File: config.mk
export PLATFORM = sky130hd
export DESIGN_NAME = cache_ctrl
export DESIGN_NICKNAME = d
export VERILOG_FILES = /design/src/l1_cache_pkg.sv /design/src/cache_ctrl.sv
export SDC_FILE = /design/constraint.sdc
export NUM_CORES = 1
export LEC_CHECK = 0
export ABC_AREA = 1
export BUFFER_PORTS_ARGS = -buffer_cell sky130_fd_sc_hd__buf_2
export CORE_AREA = 3 3 143 145
export CTS_CLUSTER_SIZE = 28
export DETAILED_ROUTE_END_ITERATION = 12
export DIE_AREA = 0 0 146 148
export GPL_TIMING_DRIVEN = 0
export SYNTH_ARGS = -nofsm -noshare
export SYNTH_HDL_FRONTEND = slang
export SYNTH_SLANG_ARGS = --single-unit
File: constraint.sdc
create_clock -name CLK -period 4.8 [get_ports CLK]
set_input_delay 0.24 -clock CLK [delete_from_list [all_inputs] [get_ports CLK]]
set_output_delay 0.24 -clock CLK [all_outputs]
set_load 0.02 [all_outputs]
File: src/l1_cache_pkg.sv
`default_nettype none

package l1_cache_pkg;

    // machine word, also the address width
    localparam int WORD_SIZE = 32;

    typedef logic [WORD_SIZE-1:0]     word_t;
    typedef logic [WORD_SIZE/8-1:0]   byte_en_t;   // one enable per byte lane

    // request side of either bus, held until busy is seen low
    typedef struct packed {
        logic     ren;
        logic     wen;       // never high with ren
        word_t    addr;      // byte address, word aligned
        word_t    wdata;
        byte_en_t byte_en;   // lanes written, others untouched
    } bus_req_t;

    // response side of either bus
    typedef struct packed {
        logic  busy;         // low cycle completes the transfer
        word_t rdata;        // valid in the completing cycle
    } bus_rsp_t;

    // miss handling states
    typedef enum logic [1:0] {
        IDLE,                // serve hits and pass-through, detect misses
        WRITEBACK,           // push dirty victim words out
        FETCH                // pull the new block in
    } ctrl_state_e;

endpackage

`default_nettype wire
File: src/cache_ctrl.sv
`timescale 1ns/1ns
`default_nettype none

module cache_ctrl import l1_cache_pkg::*; #(
    parameter int    CACHE_SIZE          = 1024,
    parameter int    BLOCK_SIZE          = 2,
    parameter int    ASSOC               = 1,
    parameter word_t NONCACHE_START_ADDR = 32'h8000_0000,
    localparam int   N_SETS              = CACHE_SIZE / (BLOCK_SIZE * (WORD_SIZE / 8) * ASSOC),
    localparam int   SET_W               = $clog2(N_SETS),
    localparam int   BLK_W               = $clog2(BLOCK_SIZE),
    localparam int   TAG_W               = WORD_SIZE - SET_W - BLK_W - 2,
    localparam int   WAY_W               = (ASSOC > 1) ? $clog2(ASSOC) : 1
) (
    input  logic                   CLK,
    input  logic                   nRST,
    input  bus_req_t               proc_req,
    output bus_rsp_t               proc_rsp,
    output bus_req_t               mem_req,
    input  bus_rsp_t               mem_rsp,
    // way control, same to every way except the enables
    output logic [SET_W-1:0]       set_idx,
    output logic [TAG_W-1:0]       tag,
    output logic [BLK_W-1:0]       word_sel,
    output logic [ASSOC-1:0]       way_wen,
    output word_t                  wr_data,
    output byte_en_t               wr_byte_en,
    output logic                   set_valid,
    output logic                   clr_dirty,
    // from way select
    input  logic                   hit,
    input  logic [WAY_W-1:0]       hit_way,
    input  word_t [BLOCK_SIZE-1:0] hit_data,
    input  logic [WAY_W-1:0]       victim_way,
    input  logic                   victim_dirty,
    input  logic [TAG_W-1:0]       victim_tag,
    output logic                   touch,
    output logic [WAY_W-1:0]       touch_way
);

    ctrl_state_e      state_q, state_d;
    logic [BLK_W-1:0] word_cnt_q;           // word within block being moved
    word_t            mem_addr_q, mem_addr_d;
    logic [BLK_W-1:0] addr_word;
    logic             access;
    logic             noncache;
    logic             last_word;
    logic             step;
    word_t            wb_base, fetch_base;

    // address split
    assign tag       = proc_req.addr[WORD_SIZE-1 -: TAG_W];
    assign set_idx   = proc_req.addr[2+BLK_W +: SET_W];
    assign addr_word = proc_req.addr[2 +: BLK_W];

    assign access    = proc_req.ren | proc_req.wen;
    assign noncache  = proc_req.addr >= NONCACHE_START_ADDR;   // goes straight to memory
    assign last_word = word_cnt_q == BLK_W'(BLOCK_SIZE - 1);
    assign step      = (state_q != IDLE) && !mem_rsp.busy;      // one block word done

    // block base addresses, old owner and new owner
    assign wb_base    = {victim_tag, set_idx, {BLK_W{1'b0}}, 2'b00};
    assign fetch_base = {tag, set_idx, {BLK_W{1'b0}}, 2'b00};

    // way port muxing, cpu side in idle, memory side during a fill
    assign word_sel   = (state_q == IDLE) ? addr_word : word_cnt_q;
    assign wr_data    = (state_q == IDLE) ? proc_req.wdata : mem_rsp.rdata;
    assign wr_byte_en = (state_q == IDLE) ? proc_req.byte_en : '1;
    assign clr_dirty  = state_q == FETCH;
    assign set_valid  = (state_q == FETCH) && last_word;

    always_ff @(posedge CLK, negedge nRST) begin
        if (!nRST) begin
            state_q    <= IDLE;
            word_cnt_q <= '0;
        end else begin
            state_q <= state_d;
            if (step) begin
                word_cnt_q <= word_cnt_q + 1'b1;   // wraps to 0 after last word
            end
        end
    end

    always_ff @(posedge CLK) begin
        mem_addr_q <= mem_addr_d;
    end

    // memory address register, holds while memory is busy
    always_comb begin
        mem_addr_d = mem_addr_q;
        case (state_q)
            IDLE: begin
                mem_addr_d = victim_dirty ? wb_base : fetch_base;
            end
            WRITEBACK: begin
                if (step) begin
                    mem_addr_d = last_word ? fetch_base : mem_addr_q + 32'd4;
                end
            end
            FETCH: begin
                if (step) begin
                    mem_addr_d = mem_addr_q + 32'd4;
                end
            end
            default: mem_addr_d = mem_addr_q;
        endcase
    end

    // next state, bus outputs, way enables
    always_comb begin
        state_d        = state_q;
        proc_rsp.busy  = 1'b1;                   // busy unless something completes
        proc_rsp.rdata = hit_data[addr_word];
        mem_req        = '0;
        way_wen        = '0;
        touch          = 1'b0;
        touch_way      = hit_way;
        case (state_q)
            IDLE: begin
                if (access && noncache) begin
                    mem_req  = proc_req;          // forwarded as is, lanes included
                    proc_rsp = mem_rsp;           // done when memory drops busy
                end else if (access && hit) begin
                    proc_rsp.busy    = 1'b0;      // zero latency hit
                    touch            = 1'b1;
                    way_wen[hit_way] = proc_req.wen;
                end else if (access) begin
                    // miss, clean the victim first if needed
                    state_d = victim_dirty ? WRITEBACK : FETCH;
                end
            end
            WRITEBACK: begin
                mem_req.wen     = 1'b1;
                mem_req.addr    = mem_addr_q;
                mem_req.wdata   = hit_data[word_cnt_q];   // victim block, no hit here
                mem_req.byte_en = '1;
                if (step && last_word) begin
                    state_d = FETCH;
                end
            end
            FETCH: begin
                mem_req.ren     = 1'b1;
                mem_req.addr    = mem_addr_q;
                mem_req.byte_en = '1;
                if (step) begin
                    way_wen[victim_way] = 1'b1;           // fill word into victim frame
                    if (last_word) begin
                        state_d = IDLE;                   // access hits next cycle
                    end
                end
            end
            default: state_d = IDLE;
        endcase
    end

endmodule

`default_nettype wire

Word level (Yosys, flattened, before mapping) --
Index checks and enable logic that the tools add are counted.
Word-level totals: output and inout bits 174, logic and storage cells 76, input port bits 195, bits in registers 35
Cells by class: add/sub/neg operators 2, reduce and logical (&&, ||, !) cells 14, bitwise operators 2, multiplexer cells 39, order comparisons 7, equal/unequal tests 9
Operators with widths (number):
- $mux 32 | 10
- $pmux 32 s2 | 2
- $pmux 32 s3 | 1
- $mux 70 | 1
- $mux 33 | 1
- $add 32x3->32 const B | 1
- $ge 32x32->1 const B | 1
- $mux 2 | 7
- $mux 1 | 11
- $ne 2x2->1 const B | 5
- $pmux 4 s2 | 1
- $logic_and 1x1->1 | 7
- $pmux 1 s2 | 3
- $pmux 2 s3 | 1
- $reduce_and 6->1 | 1
- $lt 1x2->1 const B | 2
- $mux 4 | 1
- $ne 2x1->1 const B | 2
- $reduce_and 3->1 | 1
- $reduce_bool 3->1 | 1
- $eq 2x1->1 const B | 1
- $eq 2x2->1 const B | 1
- $ge 1x1->1 const B | 2
- $logic_not 2->1 | 1
- other kinds (7) | 8

Logic depth before layout (Yosys ltp) --
depth in word-level cells 7, depth in mapped cells 9

Least setup slack after synthesis --
OpenSTA, ideal clock, no wires.
path kind register to register, start point reg state_q[0], end point reg mem_addr_q[10], enable pin, required time 4341 ps, cell stages (with the launch flop) 6, arrival time 3081 ps, path buffers 0, slack 1260 ps, cells stage by stage dfrtp_1 -> inv_1 -> ha_1 -> inv_1 -> nand2_1 -> o21ai_0
On the way: elaborated cells on any way between the ends 9, those cells by class eq/ne (4); reduce/logical (5)
RTL lines:
- start, declared | RTL line cache_ctrl.sv:41 | ctrl_state_e state_q, state_d;
- start signal, assigned | RTL line cache_ctrl.sv:77 | state_q <= state_d;
- $eq 2x2->1 *
- named net clr_dirty | RTL line cache_ctrl.sv:29 | output logic clr_dirty,
- $ne 2x1->1 (no source line) or $reduce_bool 3->1 (tied branches)
- $reduce_and 3->1 (no source line) *
- end signal, assigned | RTL line cache_ctrl.sv:85 | mem_addr_q <= mem_addr_d;
- end, declared | RTL line cache_ctrl.sv:43 | word_t mem_addr_q, mem_addr_d;
Mark *: on every way through the listed nets, which the timed path passes. The rest lies on a longest branch. A chain may end at the register's enable or synchronous reset.

==> impl_results.md <==
* Status: completed
* Cts-stage hold buffer count at 1
* Clock root buffer: clkbuf_16
* CTS buffer count at 5
* Via count at ~7300
* Cell area power density at between 600 and 700 nW/um2
* CTS tree: yes
* Total global routing track utilization at 0.257
* Largest net degree at the start of global routing at 20
* Number of buffers added on ports at 366
* Minimum hold slack at 0.257 ns
* Setup slack at placement at 2.43 ns
* Post-CTS Setup Repair Bufs at 0
* Final hold viol count at 0
* H-tree level count at 2
* Hpwl dp at ~25 mm
* Total overflow reported by the global router at 0
* Worst min-delay path category: primary input to flop
* Placed Instances at 1479
* Number of iterations in the first detailed-routing pass at 5
* Post-synthesis instance total at 847
* Remaining max-slew budget at the tightest pin at 0.554
* Number of setup violations in the final report at 0
* Flop2flop setup slack at 2.57 ns
* Slew @ Worst Pin at about 0.67 ns
* DRC violations left at 0
* FF+latch area at 976 um2
* Sum of internal, switching and leakage power at 4.81 mW
* Crit-path max FO at 10
* Reg clk slew, reported paths at 0.06 ns
* Row cnt at 51
* FMAX at about 370 MHz
* Die ar. at 21600 um2
* Number of warnings issued by yosys at 0
* Floorplan die width at 146 um
* Sequential-to-total area share from yosys stat at 0.195
* Post-Place Cell Area at 7220 um2
* Setup slack after layout at 2.11 ns
* Final cycle utilization of the critical path at 0.561
* Iter 0 DRT Violations at 452
* Placeable Area at 19300 um2
* Avg Synthesized Cell Area at 5.92 um2
* Total length of routed wires at ~30 mm
* Final nets at approximately 1400
* Net count of the mapped netlist at 1047
* Final core utilization at 0.385
* Ratio of cells with drive above 1 in the final layout at 0.377
* Arrival time at the worst endpoint at between 2 and 2.5 ns
* Avg WL per Cell at 20.0 um
* Maximum vdd drop at 0.000228 V
* Max-cap violations at 0
* Unique masters post-synth at 39
* Routability cong. at 0.971
* Syn-to-layout area delta at 48.2%
* Setup repair after global routing missed its margin: no
* Setup Total Neg Slack at 0 ns
* Kind of launch point of the worst setup path: flop
* Total of flip-flops plus latches after synthesis at 33
* Clock insertion delay at the later pin of the skew report at around 0.29 ns
* Required time of the worst setup path at about 4.6 ns
* Via count of the first global-routing pass at slightly below 7000
* Multi-input combinational cell area at ~3400 um2
* Worst clock skew at 0.00897 ns
* Leakage power total at 4.00 nW
* Antenna violation net count after detailed routing at 0
* Longest Clk Path Bufs at 2
* Vias per std cell at 4.90
* Non-Filler Instances at about 1500
* Ports at 369
* FILL cells at 2176
* Initial core utilization at 0.259
* Final Cell Area at 7430 um2
* Initial antenna violation count at 10
* Wire length of the first global-routing pass at 42.4 mm
* Synthesized cell area at ~5000 um2
* CTS sink count at 33
* Critical path start-end classification: flop to primary output
* Cts repair resizes at 0
* Final critical delay including setup and external delays at 2.69 ns
* Type of destination of the critical path: primary output
* Y dimension of the die at 148 um
* Count of final max-slew check failures at 0
==> per-layer routing <==
layer	wire, um	GRT usage
met5	67	0
met4	917	0.0795
met3	2380	0.0702
met2	15400	0.475
met1	11100	0.287
==> kinds of logic after synthesis <==
kind of cell    Yosys count  synth area share
simple gates            455             0.369
compound gates          181             0.215
buf+inv                 135             0.135
flops                    33             0.195
mux                      32            0.0638
xor+xnor                  6            0.0105
fa+ha+maj                 5            0.0125
==> cells in the mapped netlist <==
cell      instances  share of area
nand2_1         342           0.26
o21ai_0          79          0.079
nor2_1           52          0.039
inv_1            51          0.038
a21oi_1          39          0.039
buf_4            36          0.054
nand3_1          35          0.035
a22oi_1          32          0.048
mux2i_1          32          0.064
edfxtp_1         30           0.18
buf_2            20          0.020
clkbuf_1         17          0.013
o221ai_1         13          0.023
o211ai_1          6         0.0090
or2_2             6         0.0075
ha_1              5          0.012
inv_2             5         0.0037
nand2_2           5         0.0062
xor2_1            5         0.0087
buf_1             4         0.0030
nor2_2            4         0.0050
o21bai_1          4         0.0060
dfrtp_1           3          0.015
o31ai_1           3         0.0045
nand3_2           2         0.0040
nand4_1           2         0.0025
nor2_4            2         0.0045
o21ai_1           2         0.0020
a31o_2            1         0.0017
a32o_1            1         0.0020
and2_1            1         0.0012
buf_6             1         0.0022
clkbuf_2          1         0.0010
nand2_4           1         0.0022
nand3b_1          1         0.0015
nor2_8            1         0.0040
nor3_1            1         0.0010
o22ai_1           1         0.0012
xnor2_1           1         0.0017
==> path summary, 6_finish.rpt <==
kind / startpoint / endpoint / cells after the start
min: mem_rsp[32] / last_word$_DFFE_PN0N_ / 3
max: state_q[0]$_DFFE_PN0P_ / mem_req[67] / 7
min in group asynchronous: nRST / last_word$_DFFE_PN0N_ / 2
min reg2reg: state_q[0]$_DFFE_PN0P_ / state_q[0]$_DFFE_PN0P_ / 2
max in group asynchronous: nRST / state_q[0]$_DFFE_PN0P_ / 2
max reg2reg: state_q[0]$_DFFE_PN0P_ / mem_addr_q[23]$_DFFE_PP_ / 7
==> cell usage in the layout (no fill, tap or decap), types with 2 or more instances in the layout <==
| cell | instances |
|---|---|
| a21oi_1 | 39 |
| a22oi_1 | 32 |
| buf_1 | 4 |
| buf_2 | 386 |
| buf_4 | 36 |
| bufinv_16 | 2 |
| clkbuf_1 | 17 |
| clkbuf_16 | 5 |
| dfrtp_1 | 3 |
| diode_2 | 6 |
| edfxtp_1 | 30 |
| ha_1 | 5 |
| inv_1 | 51 |
| inv_2 | 5 |
| mux2i_1 | 32 |
| nand2_1 | 342 |
| nand2_2 | 5 |
| nand3_1 | 35 |
| nand3_2 | 2 |
| nand4_1 | 2 |
| nor2_1 | 52 |
| nor2_2 | 4 |
| nor2_4 | 2 |
| o211ai_1 | 6 |
| o21ai_0 | 78 |
| o21ai_1 | 2 |
| o21bai_1 | 4 |
| o221ai_1 | 13 |
| o31ai_1 | 3 |
| or2_2 | 6 |
| xor2_1 | 5 |
==> sequential cells by signal, indices dropped and copies added (netlist names) <==
register / flops
last_word: 1
mem_addr_q: 30
state_q: 2
==> critical path: stages, from the launching register on <==
cell and delay [ns]:
dfrtp_1 0.40, inv_1 0.08, ha_1 0.34, buf_2 0.26, buf_1 0.52, nand2_1 0.21
a21oi_1 0.18, buf_2 0.19
==> power breakdown <==
| group | total [mW] | switching (mW) | internal (mW) |
|---|---|---|---|
| sequential | 0.798 | 0.214 | 0.584 |
| clock | 0.430 | 0.134 | 0.297 |
| combinational | 3.58 | 2.49 | 1.10 |
| total | 4.81 | 2.83 | 1.98 |
==> area by class of cell <==
cell class,instances,share of cell area
well taps,265,0.0446
diodes,6,0.00202
inverters,56,0.0283
repair buffers,368,0.251
clock inverters,3,0.00875
multi-input cells,679,0.454
clock buffers,5,0.0168
flip-flops and latches,33,0.131
plain buffers,79,0.0626
Power figures use the tool's default switching activity.
